[src/lcd_pkg.sv]
`default_nettype none

package lcd_pkg;

  ////////////////////
  // Types
  ////////////////////

  // Opcodes sampled on ops_i
  typedef enum logic [1:0] {
    OP_NOP   = 2'd0,
    OP_WRITE = 2'd1,  // Put one character
    OP_RESET = 2'd2   // Rerun the whole init
  } lcd_op_e;

  // Wait after the falling edge of E
  typedef enum logic [2:0] {
    SETTLE_42_US   = 3'd0,  // Character write class
    SETTLE_60_US   = 3'd1,
    SETTLE_100_US  = 3'd2,
    SETTLE_5000_US = 3'd3
  } lcd_settle_e;

  ////////////////////
  // Command bytes
  ////////////////////
  parameter logic [7:0] CMD_WAKE     = 8'h30;  // Function set for 8-bit bus
  parameter logic [7:0] CMD_SETUP    = 8'h38;  // 8-bit 2 lines 5x7 dots
  parameter logic [7:0] CMD_DISP_OFF = 8'h08;
  parameter logic [7:0] CMD_CLEAR    = 8'h01;
  parameter logic [7:0] CMD_ENTRY_N  = 8'h06;  // Cursor moves and display stands still
  parameter logic [7:0] CMD_DISP_ON  = 8'h0C;

  // Init transfers in bus order
  parameter int INIT_STEPS = 8;

  parameter logic [7:0] INIT_CMD [0:INIT_STEPS-1] = '{
    CMD_WAKE, CMD_WAKE, CMD_WAKE, CMD_SETUP,
    CMD_DISP_OFF, CMD_CLEAR, CMD_ENTRY_N, CMD_DISP_ON
  };

  parameter lcd_settle_e INIT_SETTLE [0:INIT_STEPS-1] = '{
    SETTLE_5000_US, SETTLE_100_US, SETTLE_100_US, SETTLE_100_US,
    SETTLE_60_US, SETTLE_5000_US, SETTLE_60_US, SETTLE_60_US
  };

  parameter int CNT_W = 24;  // 100 ms up to about 160 MHz

  // Nanoseconds to clock cycles rounded up
  function automatic logic [CNT_W-1:0] ns_to_cycles(input longint unsigned t_ns,
                                                   input longint unsigned clk_hz);
    longint unsigned cyc;
    cyc = (t_ns * clk_hz + 64'd999_999_999) / 64'd1_000_000_000;
    if (cyc == 64'd0) begin
      cyc = 64'd1;  // Never a zero wait
    end
    return cyc[CNT_W-1:0];
  endfunction

endpackage

`default_nettype wire
[src/lcd16x2.sv]
`timescale 1ns/1ps
`default_nettype none

module lcd16x2 #(
  parameter int unsigned CLK_FREQ_HZ = 50_000_000
) (
  input  wire        clk_i,
  input  wire        flag_rst,
  input  wire        enb_i,
  input  wire        reinit_i,
  input  wire  [1:0] ops_i,
  input  wire  [7:0] data_i,
  output logic       rdy_o,
  output logic       lcd_rs_o,
  output logic       lcd_e_o,
  output logic [7:0] lcd_data_o
);

  // Sequencer to bus-cycle engine
  logic                 xfer_start;
  logic                 xfer_rs;
  logic [7:0]           xfer_data;
  lcd_pkg::lcd_settle_e xfer_settle;
  logic                 xfer_done;

  // Power-up and E low waits
  logic                      pwr_start;
  logic [lcd_pkg::CNT_W-1:0] pwr_cycles;
  logic                      pwr_done;

  lcd_sequencer #(
    .CLK_FREQ_HZ (CLK_FREQ_HZ)
  ) u_sequencer (
    .clk_i         (clk_i),
    .flag_rst      (flag_rst),
    .enb_i         (enb_i),
    .reinit_i      (reinit_i),
    .ops_i         (lcd_pkg::lcd_op_e'(ops_i)),
    .data_i        (data_i),
    .xfer_done_i   (xfer_done),
    .pwr_done_i    (pwr_done),
    .xfer_start_o  (xfer_start),
    .xfer_rs_o     (xfer_rs),
    .xfer_data_o   (xfer_data),
    .xfer_settle_o (xfer_settle),
    .pwr_start_o   (pwr_start),
    .pwr_cycles_o  (pwr_cycles),
    .rdy_o         (rdy_o)
  );

  lcd_bus_cycle #(
    .CLK_FREQ_HZ (CLK_FREQ_HZ)
  ) u_bus_cycle (
    .clk_i         (clk_i),
    .flag_rst      (flag_rst),
    .xfer_start_i  (xfer_start),
    .xfer_rs_i     (xfer_rs),
    .xfer_data_i   (xfer_data),
    .xfer_settle_i (xfer_settle),
    .xfer_done_o   (xfer_done),
    .lcd_e_o       (lcd_e_o),
    .lcd_rs_o      (lcd_rs_o),
    .lcd_data_o    (lcd_data_o)
  );

  lcd_delay_timer u_pwr_timer (
    .clk_i    (clk_i),
    .flag_rst (flag_rst),
    .start_i  (pwr_start),
    .cycles_i (pwr_cycles),
    .done_o   (pwr_done)
  );

endmodule

`default_nettype wire

[src/lcd_sequencer.sv]
`timescale 1ns/1ps
`default_nettype none

module lcd_sequencer #(
  parameter int unsigned CLK_FREQ_HZ = 50_000_000
) (
  input  wire                       clk_i,
  input  wire                       flag_rst,
  input  wire                       enb_i,
  input  wire                       reinit_i,
  input  wire  lcd_pkg::lcd_op_e    ops_i,
  input  wire  [7:0]                data_i,
  input  wire                       xfer_done_i,
  input  wire                       pwr_done_i,
  output logic                      xfer_start_o,
  output logic                      xfer_rs_o,
  output logic [7:0]                xfer_data_o,
  output lcd_pkg::lcd_settle_e      xfer_settle_o,
  output logic                      pwr_start_o,
  output logic [lcd_pkg::CNT_W-1:0] pwr_cycles_o,
  output logic                      rdy_o
);

  localparam int W = lcd_pkg::CNT_W;

  localparam logic [W-1:0] T_100_MS = lcd_pkg::ns_to_cycles(100_000_000, CLK_FREQ_HZ);
  localparam logic [W-1:0] T_60_US  = lcd_pkg::ns_to_cycles(60_000, CLK_FREQ_HZ);

  localparam logic [2:0] LAST_STEP = 3'(lcd_pkg::INIT_STEPS - 1);

  typedef enum logic [2:0] {
    ST_BOOT,       // Kick the power-up timer
    ST_PWR_WAIT,
    ST_ELOW_WAIT,
    ST_INIT,       // Walks the init table
    ST_IDLE,
    ST_WRITE
  } state_e;

  state_e     state;
  logic [2:0] step;
  logic [7:0] wr_data_q;
  logic       xfer_pending;

  ////////////////////
  // Init and idle FSM
  ////////////////////
  always_ff @(posedge clk_i) begin
    if (flag_rst) begin
      state        <= ST_BOOT;
      step         <= '0;
      xfer_start_o <= 1'b0;
      pwr_start_o  <= 1'b0;
    end else begin
      xfer_start_o <= 1'b0;
      pwr_start_o  <= 1'b0;
      case (state)
        ST_BOOT: begin
          pwr_start_o <= 1'b1;
          state       <= ST_PWR_WAIT;
        end
        ST_PWR_WAIT: begin
          if (pwr_done_i) begin
            pwr_start_o <= 1'b1;  // Same timer again for the E low wait
            state       <= ST_ELOW_WAIT;
          end
        end
        ST_ELOW_WAIT: begin
          if (pwr_done_i) begin
            step         <= '0;
            xfer_start_o <= 1'b1;
            state        <= ST_INIT;
          end
        end
        ST_INIT: begin
          if (xfer_done_i) begin
            if (step == LAST_STEP) begin
              state <= ST_IDLE;
            end else begin
              step         <= step + 1'b1;
              xfer_start_o <= 1'b1;
            end
          end
        end
        ST_IDLE: begin
          if (reinit_i) begin
            state <= ST_BOOT;
          end else if (enb_i) begin
            case (ops_i)
              lcd_pkg::OP_WRITE: begin
                xfer_start_o <= 1'b1;
                state        <= ST_WRITE;
              end
              lcd_pkg::OP_RESET: state <= ST_BOOT;
              default: state <= ST_IDLE;  // NOP and unused code
            endcase
          end
        end
        ST_WRITE: begin
          if (xfer_done_i) begin
            state <= ST_IDLE;
          end
        end
        default: state <= ST_BOOT;
      endcase
    end
  end

  // Character captured on the strobe
  always_ff @(posedge clk_i) begin
    if (rdy_o && enb_i && (ops_i == lcd_pkg::OP_WRITE)) begin
      wr_data_q <= data_i;
    end
  end

  assign rdy_o     = (state == ST_IDLE);
  assign xfer_rs_o = (state == ST_WRITE);  // RS high only for characters

  // Transfer fields valid while xfer_start_o is high
  assign xfer_data_o   = (state == ST_WRITE) ? wr_data_q : lcd_pkg::INIT_CMD[step];
  assign xfer_settle_o = (state == ST_WRITE) ? lcd_pkg::SETTLE_42_US
                                             : lcd_pkg::INIT_SETTLE[step];

  assign pwr_cycles_o = (state == ST_ELOW_WAIT) ? T_60_US : T_100_MS;

  // Open transfer between start and done
  always_ff @(posedge clk_i) begin
    if (flag_rst) begin
      xfer_pending <= 1'b0;
    end else if (xfer_start_o) begin
      xfer_pending <= 1'b1;
    end else if (xfer_done_i) begin
      xfer_pending <= 1'b0;
    end
  end

  a_one_xfer : assert property (
    @(posedge clk_i) disable iff (flag_rst)
    xfer_start_o |-> !xfer_pending
  ) else $error("transfer started while one is outstanding");

endmodule

`default_nettype wire

[src/lcd_bus_cycle.sv]
`timescale 1ns/1ps
`default_nettype none

module lcd_bus_cycle #(
  parameter int unsigned CLK_FREQ_HZ = 50_000_000
) (
  input  wire                        clk_i,
  input  wire                        flag_rst,
  input  wire                        xfer_start_i,
  input  wire                        xfer_rs_i,
  input  wire  [7:0]                 xfer_data_i,
  input  wire  lcd_pkg::lcd_settle_e xfer_settle_i,
  output logic                       xfer_done_o,
  output logic                       lcd_e_o,
  output logic                       lcd_rs_o,
  output logic [7:0]                 lcd_data_o
);

  localparam int W = lcd_pkg::CNT_W;

  localparam logic [W-1:0] T_40_NS   = lcd_pkg::ns_to_cycles(40, CLK_FREQ_HZ);
  localparam logic [W-1:0] T_250_NS  = lcd_pkg::ns_to_cycles(250, CLK_FREQ_HZ);
  localparam logic [W-1:0] T_42_US   = lcd_pkg::ns_to_cycles(42_000, CLK_FREQ_HZ);
  localparam logic [W-1:0] T_60_US   = lcd_pkg::ns_to_cycles(60_000, CLK_FREQ_HZ);
  localparam logic [W-1:0] T_100_US  = lcd_pkg::ns_to_cycles(100_000, CLK_FREQ_HZ);
  localparam logic [W-1:0] T_5000_US = lcd_pkg::ns_to_cycles(5_000_000, CLK_FREQ_HZ);

  typedef enum logic [2:0] {
    PH_IDLE,
    PH_SETUP,   // E high before data
    PH_HOLD,    // Data valid with E high
    PH_GUARD,   // Extra wait after a write
    PH_SETTLE
  } phase_e;

  phase_e               phase;
  lcd_pkg::lcd_settle_e settle_q;
  logic [7:0]           data_q;
  logic                 tmr_start;
  logic [W-1:0]         tmr_cycles;
  logic                 tmr_done;

  // Count for the phase that the timer is starting
  always_comb begin
    case (phase)
      PH_SETUP: tmr_cycles = T_40_NS;
      PH_HOLD:  tmr_cycles = T_250_NS;
      PH_GUARD: tmr_cycles = T_250_NS;
      PH_SETTLE: begin
        case (settle_q)
          lcd_pkg::SETTLE_42_US:  tmr_cycles = T_42_US;
          lcd_pkg::SETTLE_60_US:  tmr_cycles = T_60_US;
          lcd_pkg::SETTLE_100_US: tmr_cycles = T_100_US;
          default:                tmr_cycles = T_5000_US;
        endcase
      end
      default: tmr_cycles = T_40_NS;
    endcase
  end

  ////////////////////
  // Phase FSM
  ////////////////////
  always_ff @(posedge clk_i) begin
    if (flag_rst) begin
      phase       <= PH_IDLE;
      settle_q    <= lcd_pkg::SETTLE_42_US;
      tmr_start   <= 1'b0;
      xfer_done_o <= 1'b0;
      lcd_e_o     <= 1'b0;
      lcd_rs_o    <= 1'b0;
      lcd_data_o  <= 8'h00;
    end else begin
      tmr_start   <= 1'b0;
      xfer_done_o <= 1'b0;
      case (phase)
        PH_IDLE: begin
          if (xfer_start_i) begin
            lcd_e_o   <= 1'b1;
            lcd_rs_o  <= xfer_rs_i;
            settle_q  <= xfer_settle_i;
            tmr_start <= 1'b1;
            phase     <= PH_SETUP;
          end
        end
        PH_SETUP: begin
          if (tmr_done) begin
            lcd_data_o <= data_q;  // Byte goes out after setup
            tmr_start  <= 1'b1;
            phase      <= PH_HOLD;
          end
        end
        PH_HOLD: begin
          if (tmr_done) begin
            lcd_e_o   <= 1'b0;  // LCD latches on this edge
            tmr_start <= 1'b1;
            if (settle_q == lcd_pkg::SETTLE_42_US) begin
              phase <= PH_GUARD;
            end else begin
              phase <= PH_SETTLE;
            end
          end
        end
        PH_GUARD: begin
          if (tmr_done) begin
            tmr_start <= 1'b1;
            phase     <= PH_SETTLE;
          end
        end
        PH_SETTLE: begin
          if (tmr_done) begin
            xfer_done_o <= 1'b1;
            phase       <= PH_IDLE;
          end
        end
        default: phase <= PH_IDLE;
      endcase
    end
  end

  // Byte held until the end of the setup count
  always_ff @(posedge clk_i) begin
    if (xfer_start_i && (phase == PH_IDLE)) begin
      data_q <= xfer_data_i;
    end
  end

  lcd_delay_timer u_timer (
    .clk_i    (clk_i),
    .flag_rst (flag_rst),
    .start_i  (tmr_start),
    .cycles_i (tmr_cycles),
    .done_o   (tmr_done)
  );

  a_rs_stable : assert property (
    @(posedge clk_i) disable iff (flag_rst)
    lcd_e_o && $past(lcd_e_o) |-> $stable(lcd_rs_o)
  ) else $error("RS changed while E high");

  a_done_after_fall : assert property (
    @(posedge clk_i) disable iff (flag_rst)
    xfer_done_o |-> !lcd_e_o && !$past(lcd_e_o)
  ) else $error("transfer done before E fell");

endmodule

`default_nettype wire

[src/lcd_delay_timer.sv]
`timescale 1ns/1ps
`default_nettype none

module lcd_delay_timer (
  input  wire                      clk_i,
  input  wire                      flag_rst,
  input  wire                      start_i,
  input  wire [lcd_pkg::CNT_W-1:0] cycles_i,
  output logic                     done_o
);

  logic [lcd_pkg::CNT_W-1:0] cnt;
  logic                      run;

  ////////////////////
  // Down-counter
  ////////////////////
  always_ff @(posedge clk_i) begin
    if (flag_rst) begin
      cnt <= '0;
      run <= 1'b0;
    end else if (start_i) begin
      // A zero count acts as one
      cnt <= (cycles_i == '0) ? '0 : cycles_i - 1'b1;
      run <= 1'b1;
    end else if (run) begin
      if (cnt == '0) begin
        run <= 1'b0;  // Done cycle
      end else begin
        cnt <= cnt - 1'b1;
      end
    end
  end

  // High N cycles after the start that loaded N
  assign done_o = run && (cnt == '0);

  a_no_restart : assert property (
    @(posedge clk_i) disable iff (flag_rst)
    start_i |-> !run
  ) else $error("delay timer started while running");

endmodule

`default_nettype wire

[config.mk]
export PLATFORM = sky130hd
export DESIGN_NAME = lcd16x2
export DESIGN_NICKNAME = d
export VERILOG_FILES = /design/src/lcd_pkg.sv /design/src/lcd16x2.sv /design/src/lcd_sequencer.sv /design/src/lcd_bus_cycle.sv /design/src/lcd_delay_timer.sv
export SDC_FILE = /design/constraint.sdc
export NUM_CORES = 1
export LEC_CHECK = 0
export ABC_AREA = 1
export BUFFER_PORTS_ARGS = -buffer_cell sky130_fd_sc_hd__buf_4
export CAP_MARGIN = 15
export CELL_PAD_IN_SITES_DETAIL_PLACEMENT = 0
export CELL_PAD_IN_SITES_GLOBAL_PLACEMENT = 1
export CORE_ASPECT_RATIO = 0.6
export CORE_MARGIN = 1.5
export CORE_UTILIZATION = 30
export CTS_BUF_LIST = sky130_fd_sc_hd__clkbuf_8
export CTS_CLUSTER_DIAMETER = 50
export CTS_CLUSTER_SIZE = 40
export DETAILED_ROUTE_END_ITERATION = 12
export GPL_TIMING_DRIVEN = 0
export PLACE_DENSITY_LB_ADDON = 0.1
export SLEW_MARGIN = 20
export SYNTH_ARGS = -nofsm -noshare
export SYNTH_HDL_FRONTEND = slang
export SYNTH_SLANG_ARGS = --single-unit
[constraint.sdc]
create_clock -name clk_i -period 1.74 [get_ports clk_i]
set_input_delay 0.261 -clock clk_i [delete_from_list [all_inputs] [get_ports clk_i]]
set_output_delay 0.261 -clock clk_i [all_outputs]
set_load 0.03 [all_outputs]
==> qor.yml <==
postSynth.topFlopCell: "sky130_fd_sc_hd__dfxtp_1"
drive_gt1_share_pct: 25.0
grt.overflow.total: 0
cts.clk_slew.worst_paths_ns: 0.11
antenna_found_initial: 0
synth_nets: 744
fmax_mhz: 572
final_net_count: 801
timing_worst_slew_pin_value_ns: 0.719
routed-via-count: 4797
critPathRequiredTime_ns: 2.02
finalSetupViolCount: 3
worst_r2r_path_depth: 12
grt_start_max_net_pins: 19
total_grt_usage_pct: 17.5
cts.root.buffer_cell: "sky130_fd_sc_hd__clkbuf_8"
worstReg2RegStart: "u_bus_cycle.u_timer.cnt[0]"
asyncSetResetFlopFracSynth_pct: 0
number_of_global_route_vias_before_repair: 4489
grt_first_pass_wirelength_mm: 24.2
floorplan.rows: 36
cts-root-to-sink-buffers: 2
floorplan.initialDensity_pct: 31.0
totalWireLength_mm: 14.8
yosysTopAreaCell: "sky130_fd_sc_hd__dfxtp_1"
yosysSeqAreaShare_pct: 38.8
finalNonFillerCells: 1007
clock_skew_after_layout_ns: 0.00924
min_path_type: "in -> reg"
synth_cell_type_count: 50
mean_instance_size_in_the_synthesized_netlist_um2: 7.12
worst_hold_path_depth: 1
hold-path-endpoint: "u_sequencer.wr_data_q[7]"
yosys_register_bits: 91
ys_top_cells_by_area: "sky130_fd_sc_hd__dfxtp_1 29%, sky130_fd_sc_hd__nand2_1 10%, sky130_fd_sc_hd__edfxtp_1 9.4%"
die_area_um2: 17800
final-hold-violation-count: 0
number_of_instances_in_the_synthesized_netlist: 717
cts_tree: "yes"
final_max_slew_viol_count: 0
setup.reg_to_reg.worst_slack_ns: -0.008
timing.final.crit_share_pct: 100
dieHeight_um: 104
detail_route.drc_violations: 0
yosys_warnings: 0
worstSetupStartpointType: "register"
insertion_delay_ns: 0.38
violations_in_the_final_reports: "setup timing"
timing.hold.worst.start: "data_i[7]"
vdd_drop_max_v: 0.000544
relative_max_transition_margin_pct: 52.1
die_width_um: 171
setup_ws_ns: -0.00811
placement.io_buffers: 23
place_worst_setup_slack_ns: -0.316
outcome: "finished with violations"
yosys.area.top_type_share_pct: 29.4
timing.max_cap.violations: 0
ctsHoldBuffers: 0
terminus_of_the_critical_flop_to_flop_path: "u_bus_cycle.lcd_data_o[4]"
timing.critical_path.fanout_max: 4
pwr_per_cell_area_nw_per_um2: 1230
syn-cell-area_um2: 5100
cts_inserted_buffers: 9
detailedPlacementHpwl_mm: 10.8
cellLeakagePower_nw: 2.75
core_area_um2: 16400
ios: 25
clock_sinks: 91
path_class: "reg -> reg"
critPathArrivalTime_ns: 2.02
routabilityCongestion: 0.794
synth-edff-count: 16
ant_nets: 0
vias_per_cell: 4.76
end_kind: "register"
wl_per_cell_um: 14.7
antenna_cells: 0
drtPass1Iterations: 5
cts-htree-levels: 3
rsz0062_at_grt: "true"
layout-area-overhead-vs-synth_pct: 24.4
fin_crit_ns: 1.75
first_iter_violations: 251
dpl.cell_count: 968
synthesized netlist by cell type, types with 6 or more instances:
library cell	instances
sky130_fd_sc_hd__clkbuf_1	8
sky130_fd_sc_hd__a21oi_1	46
sky130_fd_sc_hd__o21ai_0	38
sky130_fd_sc_hd__edfxtp_1	16
sky130_fd_sc_hd__nand2_1	141
sky130_fd_sc_hd__nor3_1	19
sky130_fd_sc_hd__nor2_4	7
sky130_fd_sc_hd__inv_1	74
sky130_fd_sc_hd__nand2_2	6
sky130_fd_sc_hd__nand4_1	6
sky130_fd_sc_hd__xnor2_1	6
sky130_fd_sc_hd__o21ai_1	28
sky130_fd_sc_hd__nand3b_1	6
sky130_fd_sc_hd__nand3_1	33
sky130_fd_sc_hd__nor2_1	113
sky130_fd_sc_hd__a31oi_1	8
sky130_fd_sc_hd__or2_2	7
sky130_fd_sc_hd__dfxtp_1	75
sky130_fd_sc_hd__ha_1	13
sky130_fd_sc_hd__xor2_1	6
sky130_fd_sc_hd__nor2_2	12
where the power goes:
group	switching [mW]	leakage (nW)	internal (mW)	total, mW
Sequential	0.334	0.758	2.45	2.79
Clock	0.901	0.0982	0.558	1.46
Combinational	2.27	1.89	1.31	3.58
Total	3.50	2.75	4.32	7.82
layout by cell type (no fill, tap or decap), drive strengths merged, types with 2 or more instances in the layout:
cell type and n:
clkbuf 18, dfxtp 75, buf 53, inv 83, nand4 8, o21ai 67
o22ai 2, nor2 132, clkinv 6, a31oi 8, xor2 6, ha 13
a21oi 49, o211ai 4, o21bai 2, nor3 19, nand3 39, xnor2 6
or2 9, nand3b 6, edfxtp 16, nand2 150
routing by layer:
layer  track usage [%]  part of all wire (%)  vias up
met5                 0                     0        -
met4              3.32                  0.56        0
met3              3.35                   3.8        6
met2              23.4                    38       78
met1              28.3                    57     2245
li1                  -                     -     2468
final cells by class:
type / instances / area, um^2
Fill cell: 1744 / 10100
Multi-Input combinational cell: 528 / 3060
Sequential cell: 91 / 1990
Timing Repair Buffer: 45 / 374
Inverter: 82 / 327
Tap cell: 228 / 285
Clock buffer: 9 / 124
Buffer: 17 / 114
Clock inverter: 7 / 66.3
kinds of logic (layout without fill, tap and decap cells):
| kind of cell | count (synthesis) | after routing | synth area share [%] |
|---|---|---|---|
| simple gates | 366 | 367 | 33.2 |
| fa+ha+maj | 13 | 13 | 3.19 |
| xor+xnor | 12 | 12 | 2.06 |
| buf+inv | 99 | 160 | 7.97 |
| compound gates | 136 | 136 | 14.7 |
| flops | 91 | 91 | 38.8 |
through the flow:
stage | hold WS (ns) | cell area [um^2] | power (mW) | utilization, % | setup TNS (ns)
final | 0.0506 | 6350 | 7.82 | 38.6 | -0.0139
after global routing | 0.0219 | 6350 | 8.47 | 38.6 | -2.91
after CTS | 0.0308 | 6060 | 7.52 | 36.8 | -0.648
after detailed placement | 0.440 | 5570 | 5.88 | 33.9 | -9.90
after global placement | 0.439 | 5570 | 5.88 | 33.9 | -10.55
after floorplan | 0.360 | 5110 | 5.14 | - | 0
how the worst max path moves through the flow:
stage / from / end / slack [ns] / cells after the start
finish: u_bus_cycle.u_timer.cnt[0] / u_bus_cycle.lcd_data_o[4] / -0.008 / 12
global route: u_bus_cycle.u_timer.cnt[0] / u_bus_cycle.lcd_data_o[2] / -0.13 / 12
CTS: u_bus_cycle.u_timer.cnt[1] / u_bus_cycle.lcd_data_o[4] / -0.12 / 12
detailed placement: u_bus_cycle.u_timer.cnt[0] / u_bus_cycle.u_timer.cnt[9] / -0.32 / 11
global placement: flag_rst / u_pwr_timer.cnt[14] / -0.32 / 6
floorplan: u_bus_cycle.u_timer.cnt[0] / u_bus_cycle.lcd_data_o[0] / 0.12 / 11
timing repair:
item	4_1_cts	5_1_grt
gates cloned	1	0
buffers inserted	16	7
endpoints found under the setup margin	67	68
pin swaps	13	29
gates resized for setup	36	83
state kept, by name, indices dropped and copies added, names as in the netlist:
register and flops:
u_sequencer.state 3, u_sequencer.pwr_start_o 1, u_pwr_timer.cnt 24, u_sequencer.step 3, u_bus_cycle.u_timer.run 1, u_bus_cycle.phase 3, u_bus_cycle.lcd_rs_o 1, u_pwr_timer.run 1
u_bus_cycle.lcd_data_o 8, u_bus_cycle.data_q 8, u_sequencer.wr_data_q 8, u_bus_cycle.settle_q 2, u_bus_cycle.u_timer.cnt 24, u_bus_cycle.lcd_e_o 1, u_bus_cycle.xfer_done_o 1, u_bus_cycle.tmr_start 1
u_sequencer.xfer_start_o 1
worst max-delay path, stage by stage (launching register included):
cell and delay (ns):
sky130_fd_sc_hd__dfxtp_2 0.34, sky130_fd_sc_hd__inv_2 0.07, sky130_fd_sc_hd__ha_4 0.16, sky130_fd_sc_hd__nand2_4 0.05, sky130_fd_sc_hd__nor2_4 0.10, sky130_fd_sc_hd__nand2_2 0.08
sky130_fd_sc_hd__nor2_4 0.14, sky130_fd_sc_hd__nand3_4 0.10, sky130_fd_sc_hd__nor2_4 0.16, sky130_fd_sc_hd__buf_6 0.14, sky130_fd_sc_hd__nand3_4 0.11, sky130_fd_sc_hd__nor3_2 0.15
sky130_fd_sc_hd__nor2_1 0.05
No activity file was read; power rests on OpenSTA's default activity.
